### config.mk
export PLATFORM = sky130hd
export DESIGN_NAME = wb_bridge_top
export DESIGN_NICKNAME = d
export VERILOG_FILES = /design/src/wb_bridge_pkg.sv /design/src/wb_port_buf.sv /design/src/wb_port_arbiter.sv /design/src/wb_master.sv /design/src/wb_bridge_top.sv
export SDC_FILE = /design/constraint.sdc
export NUM_CORES = 1
export LEC_CHECK = 0
export BUFFER_PORTS_ARGS = -buffer_cell sky130_fd_sc_hd__buf_2
export CORE_AREA = 4 4 358 360
export CTS_CLUSTER_DIAMETER = 50
export CTS_CLUSTER_SIZE = 20
export DETAILED_ROUTE_END_ITERATION = 8
export DIE_AREA = 0 0 362 364
export PLACE_DENSITY = 0.63
export SKIP_LAST_GASP = 1
export SLEW_MARGIN = 10
export SYNTH_ARGS = -nofsm -noshare
export SYNTH_HDL_FRONTEND = slang
export SYNTH_SLANG_ARGS = --single-unit
### constraint.sdc
create_clock -name i_clk -period 11.68 [get_ports i_clk]
set_input_delay 0 -clock i_clk [delete_from_list [all_inputs] [get_ports i_clk]]
set_output_delay 0 -clock i_clk [all_outputs]
set_load 0.03 [all_outputs]
### src/wb_bridge_pkg.sv
package wb_bridge_pkg;

    // bus geometry.
    localparam int ADDR_W = 32;
    localparam int DATA_W = 128;
    localparam int BE_W = DATA_W / 8;

    // instruction port is 0, data port is 1.
    localparam int NUM_PORTS = 2;

    // reads always fetch the whole line.
    localparam logic [BE_W-1:0] BE_ALL = '1;

    // one line request, 177 bits.
    typedef struct packed {
        logic              write;
        logic [ADDR_W-1:0] addr;
        logic [DATA_W-1:0] wdata;
        logic [BE_W-1:0]   be;
    } wb_req_t;

endpackage

### src/wb_port_buf.sv
module wb_port_buf (
    input  logic                              i_clk,
    input  logic                              i_rst_n,
    input  logic                              i_req,
    input  wb_bridge_pkg::wb_req_t            i_cmd,
    output logic                              o_ack,
    output logic [wb_bridge_pkg::DATA_W-1:0]  o_rdata,
    output logic                              o_valid,
    output wb_bridge_pkg::wb_req_t            o_cmd,
    input  logic                              i_accepted,
    input  logic [wb_bridge_pkg::DATA_W-1:0]  i_rdata,
    input  logic                              i_rdata_valid
);

    import wb_bridge_pkg::*;

    wb_req_t    buf_q [2];
    logic [1:0] used_r;
    logic       wp_r;
    logic       rp_r;
    logic       ack_owed_r;
    logic       busy_reading_r;
    logic       wait_rdata_r;

    wb_req_t    in_cmd;
    logic       in_free;
    logic       pass;
    logic       push;
    logic       pop;
    logic       write_ack;

    // reads go out with every byte lane enabled.
    always_comb
    begin
        in_cmd = i_cmd;
        if (!i_cmd.write)
        begin
            in_cmd.be = BE_ALL;
        end
    end

    // request still waiting to be taken.
    assign in_free = i_req && !busy_reading_r && !ack_owed_r;

    // straight through to the arbiter when nothing is queued.
    assign pass = in_free && (used_r == 2'd0) && i_accepted;
    assign push = in_free && (used_r != 2'd2) && !((used_r == 2'd0) && i_accepted);
    assign pop = o_valid && i_accepted && (used_r != 2'd0);

    assign write_ack = in_free && i_cmd.write && (used_r == 2'd0);

    assign o_ack = write_ack || (ack_owed_r && pop) || (busy_reading_r && i_rdata_valid);
    assign o_rdata = i_rdata;

    assign o_valid = ((used_r != 2'd0) || in_free) && !wait_rdata_r;
    assign o_cmd = (used_r != 2'd0) ? buf_q[rp_r] : in_cmd;

    always_ff @(posedge i_clk or negedge i_rst_n)
    begin
        if (!i_rst_n)
        begin
            used_r <= 2'd0;
            wp_r <= 1'b0;
            rp_r <= 1'b0;
        end
        else
        begin
            case ({push, pop})
                2'b10: used_r <= used_r + 2'd1;
                2'b01: used_r <= used_r - 2'd1;
                default: used_r <= used_r;
            endcase
            if (push)
            begin
                wp_r <= !wp_r;
            end
            if (pop)
            begin
                rp_r <= !rp_r;
            end
        end
    end

    always_ff @(posedge i_clk)
    begin
        if (push)
        begin
            buf_q[wp_r] <= in_cmd;
        end
    end

    // write queued behind another one, ack comes at the next pop.
    always_ff @(posedge i_clk or negedge i_rst_n)
    begin
        if (!i_rst_n)
        begin
            ack_owed_r <= 1'b0;
        end
        else if (push && i_cmd.write && (used_r != 2'd0))
        begin
            ack_owed_r <= 1'b1;
        end
        else if (ack_owed_r && pop)
        begin
            ack_owed_r <= 1'b0;
        end
    end

    // a taken read blocks the port until its data is back.
    always_ff @(posedge i_clk or negedge i_rst_n)
    begin
        if (!i_rst_n)
        begin
            busy_reading_r <= 1'b0;
            wait_rdata_r <= 1'b0;
        end
        else
        begin
            if ((push || pass) && !i_cmd.write)
            begin
                busy_reading_r <= 1'b1;
            end
            else if (i_rdata_valid)
            begin
                busy_reading_r <= 1'b0;
            end

            if (o_valid && i_accepted && !o_cmd.write)
            begin
                wait_rdata_r <= 1'b1;
            end
            else if (i_rdata_valid)
            begin
                wait_rdata_r <= 1'b0;
            end
        end
    end

endmodule

### src/wb_port_arbiter.sv
module wb_port_arbiter (
    input  logic                                 i_clk,
    input  logic                                 i_rst_n,
    input  logic [wb_bridge_pkg::NUM_PORTS-1:0]  i_valid,
    input  wb_bridge_pkg::wb_req_t               i_cmd [wb_bridge_pkg::NUM_PORTS],
    output logic [wb_bridge_pkg::NUM_PORTS-1:0]  o_accepted,
    output logic [wb_bridge_pkg::NUM_PORTS-1:0]  o_rdata_valid,
    output logic [wb_bridge_pkg::DATA_W-1:0]     o_rdata,
    output logic                                 o_valid,
    output wb_bridge_pkg::wb_req_t               o_cmd,
    input  logic                                 i_accepted,
    input  logic                                 i_done,
    input  logic [wb_bridge_pkg::DATA_W-1:0]     i_rdata,
    input  logic                                 i_rdata_valid
);

    import wb_bridge_pkg::*;

    logic [NUM_PORTS-1:0] pick;
    logic [NUM_PORTS-1:0] grant_r;
    logic                 busy_r;
    logic                 take;

    // highest port index wins.
    always_comb
    begin
        pick = '0;
        for (int p = 0; p < NUM_PORTS; p++)
        begin
            if (i_valid[p])
            begin
                pick = '0;
                pick[p] = 1'b1;
            end
        end
    end

    always_comb
    begin
        o_cmd = '0;
        for (int p = 0; p < NUM_PORTS; p++)
        begin
            if (pick[p])
            begin
                o_cmd = i_cmd[p];
            end
        end
    end

    // nothing offered while a transfer is running.
    assign o_valid = !busy_r && (|i_valid);
    assign take = o_valid && i_accepted;

    assign o_accepted = pick & {NUM_PORTS{take}};

    // read data only goes back to the owner.
    assign o_rdata_valid = grant_r & {NUM_PORTS{i_rdata_valid}};
    assign o_rdata = i_rdata;

    always_ff @(posedge i_clk or negedge i_rst_n)
    begin
        if (!i_rst_n)
        begin
            busy_r <= 1'b0;
            grant_r <= '0;
        end
        else if (take)
        begin
            busy_r <= 1'b1;
            grant_r <= pick;
        end
        else if (i_done)
        begin
            busy_r <= 1'b0;
            grant_r <= '0;
        end
    end

endmodule

### src/wb_master.sv
module wb_master (
    input  logic                              i_clk,
    input  logic                              i_rst_n,
    input  logic                              i_valid,
    input  wb_bridge_pkg::wb_req_t            i_cmd,
    output logic                              o_accepted,
    output logic                              o_done,
    output logic [wb_bridge_pkg::DATA_W-1:0]  o_rdata,
    output logic                              o_rdata_valid,
    output logic                              o_wb_cyc,
    output logic                              o_wb_stb,
    output logic                              o_wb_we,
    output logic [wb_bridge_pkg::ADDR_W-1:0]  o_wb_adr,
    output logic [wb_bridge_pkg::BE_W-1:0]    o_wb_sel,
    output logic [wb_bridge_pkg::DATA_W-1:0]  o_wb_dat,
    input  logic [wb_bridge_pkg::DATA_W-1:0]  i_wb_dat,
    input  logic                              i_wb_ack
);

    import wb_bridge_pkg::*;

    typedef enum logic {
        ST_IDLE,
        ST_BUS
    } state_t;

    state_t            state_r;
    wb_req_t           cmd_r;
    logic [DATA_W-1:0] rdata_r;
    logic              done_r;
    logic              rdata_valid_r;
    logic              bus_end;

    assign o_accepted = (state_r == ST_IDLE) && i_valid;
    assign bus_end = (state_r == ST_BUS) && i_wb_ack;

    always_ff @(posedge i_clk or negedge i_rst_n)
    begin
        if (!i_rst_n)
        begin
            state_r <= ST_IDLE;
            done_r <= 1'b0;
            rdata_valid_r <= 1'b0;
        end
        else
        begin
            done_r <= bus_end;
            rdata_valid_r <= bus_end && !cmd_r.write;
            if (o_accepted)
            begin
                state_r <= ST_BUS;
            end
            else if (bus_end)
            begin
                state_r <= ST_IDLE;
            end
        end
    end

    // command held for the whole classic cycle.
    always_ff @(posedge i_clk)
    begin
        if (o_accepted)
        begin
            cmd_r <= i_cmd;
        end
        if (bus_end && !cmd_r.write)
        begin
            rdata_r <= i_wb_dat;
        end
    end

    assign o_wb_cyc = (state_r == ST_BUS);
    assign o_wb_stb = (state_r == ST_BUS);
    assign o_wb_we = cmd_r.write;
    assign o_wb_adr = cmd_r.addr;
    assign o_wb_sel = cmd_r.be;
    assign o_wb_dat = cmd_r.wdata;

    assign o_done = done_r;
    assign o_rdata = rdata_r;
    assign o_rdata_valid = rdata_valid_r;

endmodule

### src/wb_bridge_top.sv
module wb_bridge_top (
    input  logic                              i_clk,
    input  logic                              i_rst_n,
    input  logic                              i_p0_req,
    input  wb_bridge_pkg::wb_req_t            i_p0_cmd,
    output logic                              o_p0_ack,
    output logic [wb_bridge_pkg::DATA_W-1:0]  o_p0_rdata,
    input  logic                              i_p1_req,
    input  wb_bridge_pkg::wb_req_t            i_p1_cmd,
    output logic                              o_p1_ack,
    output logic [wb_bridge_pkg::DATA_W-1:0]  o_p1_rdata,
    output logic                              o_wb_cyc,
    output logic                              o_wb_stb,
    output logic                              o_wb_we,
    output logic [wb_bridge_pkg::ADDR_W-1:0]  o_wb_adr,
    output logic [wb_bridge_pkg::BE_W-1:0]    o_wb_sel,
    output logic [wb_bridge_pkg::DATA_W-1:0]  o_wb_dat,
    input  logic [wb_bridge_pkg::DATA_W-1:0]  i_wb_dat,
    input  logic                              i_wb_ack
);

    import wb_bridge_pkg::*;

    logic [NUM_PORTS-1:0] buf_valid;
    wb_req_t              buf_cmd [NUM_PORTS];
    logic [NUM_PORTS-1:0] buf_accepted;
    logic [NUM_PORTS-1:0] port_rdata_valid;
    logic [DATA_W-1:0]    port_rdata;

    logic                 arb_valid;
    wb_req_t              arb_cmd;
    logic                 mst_accepted;
    logic                 mst_done;
    logic [DATA_W-1:0]    mst_rdata;
    logic                 mst_rdata_valid;

    // instruction port.
    wb_port_buf u_buf0 (
        .i_clk         (i_clk),
        .i_rst_n       (i_rst_n),
        .i_req         (i_p0_req),
        .i_cmd         (i_p0_cmd),
        .o_ack         (o_p0_ack),
        .o_rdata       (o_p0_rdata),
        .o_valid       (buf_valid[0]),
        .o_cmd         (buf_cmd[0]),
        .i_accepted    (buf_accepted[0]),
        .i_rdata       (port_rdata),
        .i_rdata_valid (port_rdata_valid[0])
    );

    // data port.
    wb_port_buf u_buf1 (
        .i_clk         (i_clk),
        .i_rst_n       (i_rst_n),
        .i_req         (i_p1_req),
        .i_cmd         (i_p1_cmd),
        .o_ack         (o_p1_ack),
        .o_rdata       (o_p1_rdata),
        .o_valid       (buf_valid[1]),
        .o_cmd         (buf_cmd[1]),
        .i_accepted    (buf_accepted[1]),
        .i_rdata       (port_rdata),
        .i_rdata_valid (port_rdata_valid[1])
    );

    wb_port_arbiter u_arb (
        .i_clk         (i_clk),
        .i_rst_n       (i_rst_n),
        .i_valid       (buf_valid),
        .i_cmd         (buf_cmd),
        .o_accepted    (buf_accepted),
        .o_rdata_valid (port_rdata_valid),
        .o_rdata       (port_rdata),
        .o_valid       (arb_valid),
        .o_cmd         (arb_cmd),
        .i_accepted    (mst_accepted),
        .i_done        (mst_done),
        .i_rdata       (mst_rdata),
        .i_rdata_valid (mst_rdata_valid)
    );

    wb_master u_master (
        .i_clk         (i_clk),
        .i_rst_n       (i_rst_n),
        .i_valid       (arb_valid),
        .i_cmd         (arb_cmd),
        .o_accepted    (mst_accepted),
        .o_done        (mst_done),
        .o_rdata       (mst_rdata),
        .o_rdata_valid (mst_rdata_valid),
        .o_wb_cyc      (o_wb_cyc),
        .o_wb_stb      (o_wb_stb),
        .o_wb_we       (o_wb_we),
        .o_wb_adr      (o_wb_adr),
        .o_wb_sel      (o_wb_sel),
        .o_wb_dat      (o_wb_dat),
        .i_wb_dat      (i_wb_dat),
        .i_wb_ack      (i_wb_ack)
    );

endmodule

# ---- Word level (Yosys, flattened, before mapping)
# Memories as Yosys holds them, arrays and structs flattened.
# Index checks and enable logic that the tools add are counted.
dict set report word_totals {
  reg_bits 325
  latch_bits 0
  ram_bits 708
  mem_bits_ro 0
  in_bits 487
  out_inout_bits 437
  n_memories 2
}
dict set report op_classes {
  addsub 4
  multipliers 0
  div 0
  magnitude_cmp 0
  eq_ne 6
  shifts 0
  muxes 30
  bitwise_logic 3
  n_reduce_logical 82
}
# name words word_bits read_ports rd_ports_with_merged_regs wr line
set memory_table {}
lappend memory_table {u_buf0.buf_q 2 177 1 0 1 wb_port_buf.sv:17} ;# wb_req_t buf_q [2];
lappend memory_table {u_buf1.buf_q 2 177 1 0 1 wb_port_buf.sv:17}
# op count
set ops {}
lappend ops {{$mux 177} 4}
lappend ops {{$logic_and 1x1->1} 41}
lappend ops {{$mux 16} 2}
lappend ops {{$reduce_bool 2->1} 12}
lappend ops {{$mux 1} 19}
lappend ops {{$logic_not 1->1} 18}
lappend ops {{$logic_or 1x1->1} 8}
lappend ops {{$pmux 2 s2} 2}
lappend ops {{$mux 2} 3}
lappend ops {{$add 2x1->2 const B} 2}
lappend ops {{$and 2x2->2} 2}
lappend ops {{$eq 2x1->1 const B} 2}
lappend ops {{$eq 2x2->1 const B} 2}
lappend ops {{$logic_not 2->1} 2}
lappend ops {{$ne 2x2->1 const B} 2}
lappend ops {{$sub 2x1->2 const B} 2}
lappend ops {{$reduce_or 2->1} 1}
lappend ops {{$not 1->1} 1}

# ---- Logic depth before layout (Yosys ltp)
# Gate-level depths: netlist of run 1.
dict set report logic_depth {
  word_depth 16
  mapped_depth 7
}

# ---- By module
# Synthesis of run 1 repeated with hierarchy kept, for this count alone.
dict set report unflattened {
  hier_cells 3300
  hier_area_um2 44725.4
}
# mod n_inst cells_per_inst area_per_inst_um2 seq_area_each_um2
set by_module_without_submodules {}
lappend by_module_without_submodules {{wb_port_buf at u_buf0} 1 1128 15900.2 10805.4}
lappend by_module_without_submodules {{wb_port_buf at u_buf1} 1 1129 15828.9 10805.4}
lappend by_module_without_submodules {wb_master 1 314 9280.2 9233.9}
lappend by_module_without_submodules {wb_port_arbiter 1 729 3716.1 75.1}

# ---- Least setup slack after synthesis of run 1
# Ideal clock, no wire load.
dict set report synth_path {
  path_type {reg2reg}
  start {register u_buf1.ack_owed_r}
  end {memory u_buf0.buf_q[0][0] in the netlist's numbering (enable)}
  setup_ns 0.717
  arrival_time_ns 8.753
  t_required_ns 10.963
  slack_ns 2.210
  path_stages_with_launch 5
  n_path_buf 0
  synth_period_minus_slack_ns 9.470
  cell_sequence {dfrtp_1 > or3b_2 > a21oi_1 > o41ai_1 > nor2_1}
}
dict set report synth_between {
  elab_chain_cells 14
  word_cells_on_any_way 15
}
# item line
set synth_rtl {}
lappend synth_rtl {{start, declared} wb_port_buf.sv:21} ;# logic ack_owed_r;
lappend synth_rtl {{start signal, assigned} wb_port_buf.sv:97} ;# ack_owed_r <= 1'b0;
lappend synth_rtl {{start signal, assigned} wb_port_buf.sv:101} ;# ack_owed_r <= 1'b1;
lappend synth_rtl {{start signal, assigned} wb_port_buf.sv:105} ;# ack_owed_r <= 1'b0;
lappend synth_rtl {{$logic_not 1->1 (*)} wb_port_buf.sv:43} ;# assign in_free = i_req && !busy_reading_r && !ack_owed_r;
lappend synth_rtl {{$logic_and 1x1->1 (*)} wb_port_buf.sv:43}
lappend synth_rtl {{$logic_or 1x1->1 (*)} wb_port_buf.sv:55} ;# assign o_valid = ((used_r != 2'd0) || in_free) && !wait_rdata_r;
lappend synth_rtl {{$logic_and 1x1->1 (*)} wb_port_buf.sv:55}
lappend synth_rtl {{$reduce_or 2->1} wb_port_arbiter.sv:51} ;# assign o_valid = !busy_r && (|i_valid);
lappend synth_rtl {{$logic_and 1x1->1} wb_port_arbiter.sv:51}
lappend synth_rtl {{$logic_and 1x1->1} wb_master.sv:34} ;# assign o_accepted = (state_r == ST_IDLE) && i_valid;
lappend synth_rtl {{$logic_and 1x1->1} wb_port_arbiter.sv:52} ;# assign take = o_valid && i_accepted;
lappend synth_rtl {{$and 2x2->2 (*)} wb_port_arbiter.sv:54} ;# assign o_accepted = pick & {NUM_PORTS{take}};
lappend synth_rtl {{$logic_and 1x1->1 (*)} wb_port_buf.sv:47} ;# assign push = in_free && (used_r != 2'd2) && !((used_r == 2'd0) && i_accepted);
lappend synth_rtl {{$logic_not 1->1 (*)} wb_port_buf.sv:47}
lappend synth_rtl {{$logic_and 1x1->1 (*)} wb_port_buf.sv:47}
lappend synth_rtl {{$mux 1 (*)} wb_port_buf.sv:86} ;# if (push)
lappend synth_rtl {{$mux 1 (implied by the code) (*)} wb_port_buf.sv:88} ;# buf_q[wp_r] <= in_cmd;
lappend synth_rtl {{end, declared} wb_port_buf.sv:17}
# Mark *: on every way between the ends. The rest lies on a longest branch, timed or not.

# ---- Worst setup path after layout of run 1
dict set report layout_path {
  start {register u_buf1.ack_owed_r}
  end {register u_master.cmd_r, in the netlist u_master.o_wb_dat[68] (enable)}
}
dict set report layout_between {
  elab_chain_cells 7
}
# item line
set layout_rtl {}
lappend layout_rtl {{$logic_not 1->1} wb_port_buf.sv:43}
lappend layout_rtl {{$logic_and 1x1->1} wb_port_buf.sv:43}
lappend layout_rtl {{$logic_or 1x1->1} wb_port_buf.sv:55}
lappend layout_rtl {{$logic_and 1x1->1} wb_port_buf.sv:55}
lappend layout_rtl {{$reduce_or 2->1} wb_port_arbiter.sv:51}
lappend layout_rtl {{$logic_and 1x1->1} wb_port_arbiter.sv:51}
lappend layout_rtl {{$logic_and 1x1->1} wb_master.sv:34}
lappend layout_rtl {{via mst_accepted} wb_bridge_top.sv:32} ;# logic mst_accepted;
lappend layout_rtl {{end signal, assigned} wb_master.sv:65} ;# cmd_r <= i_cmd;
lappend layout_rtl {{end, declared} wb_master.sv:28} ;# wb_req_t cmd_r;
# The timed path passes the listed nets, and every way through them passes these cells.
# A chain may end at the register's enable or synchronous reset.

==> results of run 1 <==
registers in the layout, indices dropped and copies added, names as in the netlist, 2 cells and up:
signal,count
u_master.o_wb_sel,16
u_buf1.buf_q,354
u_buf1.used_r,2
u_master.o_rdata,128
u_master.o_wb_dat,128
u_buf0.used_r,2
u_buf0.buf_q,354
u_master.o_wb_adr,32
u_arb.grant_r,2
Yosys cell counts (2+ instances only):
cell and instances:
nor2_1 366, edfxtp_1 1013, buf_6 16, nor3_1 2
nor3b_1 2, inv_1 7, buf_1 2, o21ai_0 6
a32o_1 4, and2_1 2, a21oi_1 358, buf_2 40
xnor2_1 3, buf_4 129, nand3_1 7, o22ai_2 130
a21o_1 2, mux2i_1 354, clkbuf_1 105, o22ai_1 48
nand2_1 9, dfrtp_1 20, nor2b_1 3, nand2b_1 33
logic make-up (layout without fill, tap and decap cells):
group,count (synthesis),count (layout),synth area share
AO/OA/AOI/OAI,559,559,0.0930
XOR/XNOR,4,4,0.000835
buffers and inverters,299,1972,0.0424
other,0,25,0
AND/OR/NAND/NOR,431,431,0.0421
flip-flops,1033,1033,0.737
multiplexers,354,354,0.0845
final timing paths:
path	from	endpoint	slack (ns)	depth (start not counted)
max in group asynchronous	i_rst_n	u_buf1.rp_r	10.29	3
min in group asynchronous	i_rst_n	u_buf0.wait_rdata_r	0.67	3
setup / recovery	u_buf1.ack_owed_r	u_master.o_wb_dat[68]	7.23	6
hold reg to reg	u_buf0.busy_reading_r	u_buf0.busy_reading_r	0.52	2
hold / removal	i_p0_cmd[124]	u_buf0.buf_q[1][124]	0.05	2
setup reg to reg	u_buf1.ack_owed_r	u_master.o_wb_dat[68]	7.23	6
per-stage QoR:
step | cells | hold slack, ns | util
detailed placement | 4989 | -0.00517 | 0.378
floorplan | 2680 | -0.296 | -
CTS | 6002 | 0.000179 | 0.473
global route | 6020 | 0.00449 | 0.473
global placement | 4989 | -0.00313 | 0.378
finish | 6028 | 0.0487 | 0.473
power groups by stage:
stage / Combinational (mW) / Sequential, mW / Clock, mW
4_1_cts: 4.50 / 5.08 / 3.58
6_report: 4.54 / 5.09 / 3.53
5_1_grt: 4.84 / 5.12 / 3.75
2_1_floorplan: 2.68 / 5.58 / 0
3_5_place_dp: 4.26 / 5.15 / 0
3_3_place_gp: 4.22 / 5.15 / 0
routing by layer:
| layer | part of all wire | wire, µm | track usage |
|---|---|---|---|
| met3 | 0.11 | 15900 | 0.0739 |
| met1 | 0.39 | 55700 | 0.262 |
| met2 | 0.46 | 66300 | 0.327 |
| met4 | 0.045 | 6570 | 0.0940 |
| met5 | 0.00091 | 131 | 0.0167 |
layout make-up:
class	count	area [µm²]
multi-input cells	1348	9310
flip-flops and latches	1033	30900
diodes	25	62.6
fillers	10600	65900
clock inverters	86	1010
clock buffers	107	2640
well taps	1650	2060
repair buffers	1772	13200
inverters	7	33.8
==> flow_summary.json, run 1 <==
{
  "status": "complete, no violations",
  "grt_setup_unrepaired": "false",
  "yosysTopAreaCell": "edfxtp_1",
  "floorplan.core_area_um2": 125000,
  "initial_utilization": 0.335,
  "internal_power_mw": 8.25,
  "synthesis_to_finish_area_growth_pct": 41.2,
  "nNetsFinal": 4751,
  "postSynthNetCount": 3167,
  "timing.critical_path.buf_inv": 3,
  "post-route-drc-count": 0,
  "drt_pre_antenna_iters": 6,
  "grt_overflow": 0,
  "crit_path_frequent_cell": "buf_4",
  "netSwitchingPower_mw": 4.90,
  "power_switching_share": 0.373,
  "achievable-frequency_mhz": 225,
  "route.final.wire_length_um": 145000,
  "number_of_distinct_standard_cells_referenced_by_the_synthesized_netlist": 43,
  "final_layout_size_suffix_gt1_frac": 0.295,
  "synth.top_cell.area_share": 0.725,
  "layout_common_cells": "edfxtp_1, buf_2, dlygate4sd3_1",
  "design.portCount": 924,
  "worst_ir_drop_vdd_v": 0.000321,
  "post-dp-hpwl_um": 89600,
  "htreeDepth": 3,
  "cts_tree": "yes",
  "wl_per_cell_um": 24.0,
  "period_minus_slack_ns": 4.45,
  "antenna_violating_nets_post_route": 0,
  "timing.max_slew.rel_slack": 0.157,
  "critical_path.startpoint_type": "flip-flop",
  "die-height_um": 364,
  "path_type_of_the_worst_setup_path": "flip-flop to flip-flop",
  "cts_post_setup_buffers_inserted": 0,
  "max-cap-violations": 0,
  "ys_warn_count": 0,
  "cts-root-to-sink-buffers": 3,
  "cp_data_required_time_ns": 11.99,
  "dp_slack_ns": 7.26,
  "post_layout_instance_area_um2": 59200,
  "drt-initial-drc-count": 3110,
  "number_of_antenna_violations_at_the_first_check_in_global_routing": 28,
  "cts.repair.resized": 0,
  "critical_path.top_delay_family": "buffers and inverters",
  "first_global_vias": 30200,
  "ys_top_cells_by_area": "edfxtp_1, mux2i_1, a21oi_1, o22ai_2, nor2_1",
  "critPathSlowestCell": "buf_4",
  "syn_avg_cell_area_um2": 15.6,
  "die_width_um": 362,
  "fp.dieArea_um2": 132000,
  "design_power_total_mw": 13.2,
  "fin_tns_setup_ns": 0,
  "p_leak_nw": 22.5,
  "rows": 130,
  "power.sequential.fraction": 0.387,
  "grt_max_degree": 195,
  "synth_sequential_area_ratio": 0.737,
  "largest_fanout_on_the_critical_path": 70,
  "timing.final.crit_share": 0.381,
  "power.density_nw_per_um2": 222,
  "timing.critical_path.slowest_cell_delay_ns": 0.79,
  "vias_per_cell": 4.99,
  "synth_flop_cell": "edfxtp_1",
  "clk_latency_ns": 0.72,
  "io_buffer_count": 923,
  "root_buffer": "clkbuf_16",
  "report.final.slew_viol_count": 0,
  "cts.hold.buffers_added": 820,
  "clock_sink_count": 1033,
  "final.setup_skew_ns": 0.0496,
  "post_synth_instance_area_um2": 41900,
  "num_vias": 30100,
  "worst_setup_hold_path_clk_slew_ns": 0.07,
  "share_comb_of_total_power": 0.345,
  "synth_cells": 2680,
  "worstPathCellList": "or3b_2 -> a21oi_1 -> o21ai_0 -> inv_8 -> buf_4 -> buf_4",
  "hold_viol": 0,
  "setup.worst_path.end_class": "flip-flop",
  "grt_pass1_wl_um": 204000,
  "synth-seq-cells": 1033,
  "setup_violations": 0,
  "globalplace.congestion": 0.913,
  "cts-buffers-inserted": 102,
  "synth_edf_count": 1013,
  "clockPowerShare": 0.268,
  "async_flop_share": 0.0194,
  "worst_tran_pin_value_ns": 1.26,
  "most_frequent_standard_cell_in_the_layout_excluding_fill_and_tap_cells": "edfxtp_1",
  "dpl_cell_area_um2": 47300,
  "track_usage": 0.209,
  "finalWorstSetupSlack_ns": 7.23,
  "worst_ep_arrival_time_ns": 4.76,
  "min_path_type": "input port to flip-flop"
}
(Power assumes the default switching activity.)
==> inputs of run 2 (changes only) <==
- clock period: 11.68 -> 4.5 ns (I/O delays scaled with it)
==> run 2 against run 1 <==
Effect of this change: worst hold slack better by 0.0059 ns; critical path depth down 1; register-to-register slack lost 5.8 ns; count of clock-buffer cells in the layout increased by 7; core utilization grew 0.48 points.
==> flow_summary.json, run 2 (synthesized netlist as in run 1, its figures left out) <==
{
  "status": "complete, no violations",
  "setup_violations": 0,
  "timing.critical_path.slowest_cell_delay_ns": 0.81,
  "die_width_um": 362,
  "worst_ir_drop_vdd_v": 0.000611,
  "cts_tree": "yes",
  "floorplan.core_area_um2": 125000,
  "hold_viol": 0,
  "num_vias": 30500,
  "path_type_of_the_worst_setup_path": "flip-flop to output pin",
  "io_buffer_count": 923,
  "globalplace.congestion": 0.925,
  "vias_per_cell": 5.02,
  "fp.dieArea_um2": 132000,
  "timing.final.crit_share": 0.718,
  "track_usage": 0.217,
  "report.final.slew_viol_count": 0,
  "synthesis_to_finish_area_growth_pct": 42.6,
  "min_path_type": "input port to flip-flop",
  "timing.critical_path.buf_inv": 1,
  "cp_data_required_time_ns": 4.50,
  "root_buffer": "clkbuf_16",
  "clock_sink_count": 1033,
  "cts-root-to-sink-buffers": 3,
  "antenna_violating_nets_post_route": 0,
  "grt_max_degree": 204,
  "grt_setup_unrepaired": "false",
  "timing.critical_path.depth": 5,
  "max-cap-violations": 0,
  "nNetsFinal": 4784,
  "placedCellCount": 5031,
  "utilization_after_layout": 0.478,
  "initial_utilization": 0.335,
  "largest_fanout_on_the_critical_path": 17,
  "worstPathCellList": "or3b_1 -> a2111o_2 -> nor3_4 -> a21o_1 -> buf_2",
  "n_fill_cell": 10600,
  "drt_pre_antenna_iters": 6,
  "rows": 130,
  "worst_tran_pin_value_ns": 1.06,
  "worst_ep_arrival_time_ns": 3.23,
  "grt_pass1_wl_um": 209000,
  "setup.worst_path.end_class": "output pin",
  "final_cells": 6065,
  "min_path_cells": 2,
  "p_leak_nw": 22.8,
  "worstRegToRegCells": 5,
  "timing.max_slew.rel_slack": 0.292,
  "final.setup_skew_ns": 0.0426,
  "cts-buffers-inserted": 107,
  "registers_with_the_highest_flip_flop_counts": "u_buf0.buf_q: 354 flops, u_buf1.buf_q: 354 flops",
  "post-dp-hpwl_um": 99000,
  "cts.hold.buffers_added": 807,
  "final_layout_size_suffix_gt1_frac": 0.304,
  "critical_path.top_delay_family": "compound AO/OA/AOI/OAI gates",
  "number_of_antenna_violations_at_the_first_check_in_global_routing": 40,
  "post-route-drc-count": 0,
  "layout_common_cells": "edfxtp_1, buf_2, dlygate4sd3_1",
  "cts_post_setup_buffers_inserted": 0,
  "period_minus_slack_ns": 3.23,
  "design.portCount": 924,
  "cts.repair.resized": 0,
  "power.density_nw_per_um2": 582,
  "worst_setup_hold_path_clk_slew_ns": 0.07,
  "route.final.wire_length_um": 151000,
  "first_global_vias": 30300,
  "clk_latency_ns": 0.72,
  "critPathSlowestCell": "a2111o_2",
  "wl_per_cell_um": 24.9,
  "fin_tns_setup_ns": 0,
  "most_frequent_standard_cell_in_the_layout_excluding_fill_and_tap_cells": "edfxtp_1",
  "htreeDepth": 3,
  "drt-initial-drc-count": 3201,
  "achievable-frequency_mhz": 310,
  "critical_path.startpoint_type": "flip-flop",
  "grt_overflow": 0,
  "die-height_um": 364
}
-- run 2: changes by cell type in the layout (fill, tap and decap cells not counted), moves of 2 or more --
| cell | change |
|---|---|
| clkinvlp_4 | -3 |
| clkinv_1 | +3 |
| clkinv_4 | -3 |
| buf_12 | +21 |
| clkbuf_16 | +5 |
| buf_4 | +21 |
| dlygate4sd3_1 | -14 |
| clkbuf_1 | +2 |
| inv_8 | +4 |
| clkinv_8 | +5 |
-- run 2: metrics by stage --
step	hold slack [ns]	setup WS, ns	total power [mW]	area [µm²]
4_1_cts	0.000163	1.22	34.9	59800
2_1_floorplan	-0.296	-1.73	21.3	42000
3_3_place_gp	-0.0127	1.47	24.7	47900
6_report	0.0546	1.27	34.8	59800
5_1_grt	0.0259	1.12	36.3	59800
3_5_place_dp	-0.00421	1.46	24.8	47900
-- run 2: final timing paths --
kind	end	from	slack [ns]
max	o_p0_ack	u_buf0.busy_reading_r	1.27
min	u_buf0.buf_q[0][97]	i_p0_cmd[97]	0.05
max reg2reg	u_master.o_wb_adr[7]	u_buf1.ack_owed_r	1.41
min reg2reg	u_buf0.busy_reading_r	u_buf0.busy_reading_r	0.53
max in group asynchronous	u_buf0.rp_r	i_rst_n	3.17
min in group asynchronous	u_buf1.used_r[0]	i_rst_n	0.60
-- run 2: cell type report --
type                            instances  area, µm²  area share
Antenna cell                           24       60.1     0.00100
Sequential cell                      1033      30900       0.517
Tap cell                             1650       2060      0.0345
Multi-Input combinational cell       1348       9310       0.156
Inverter                                7       33.8    0.000565
Timing Repair Buffer                 1800      13600       0.228
Clock buffer                          114       2770      0.0463
Clock inverter                         89       1050      0.0175
-- run 2: routing by layer --
metal  track usage  wire (µm)  vias to the layer above
li1              -          -                    13400
met1         0.275      59500                    15100
met2         0.320      66400                     1642
met3         0.109      20100                      298
met4        0.0767       4550                       12
met5        0.0189        352                        -
-- run 2: power by group --
| group | leakage (nW) | switching, mW | internal (mW) |
|---|---|---|---|
| registers | 9.45 | 0.783 | 12.4 |
| logic | 11.5 | 7.85 | 4.24 |
| clock network | 1.84 | 4.34 | 5.17 |
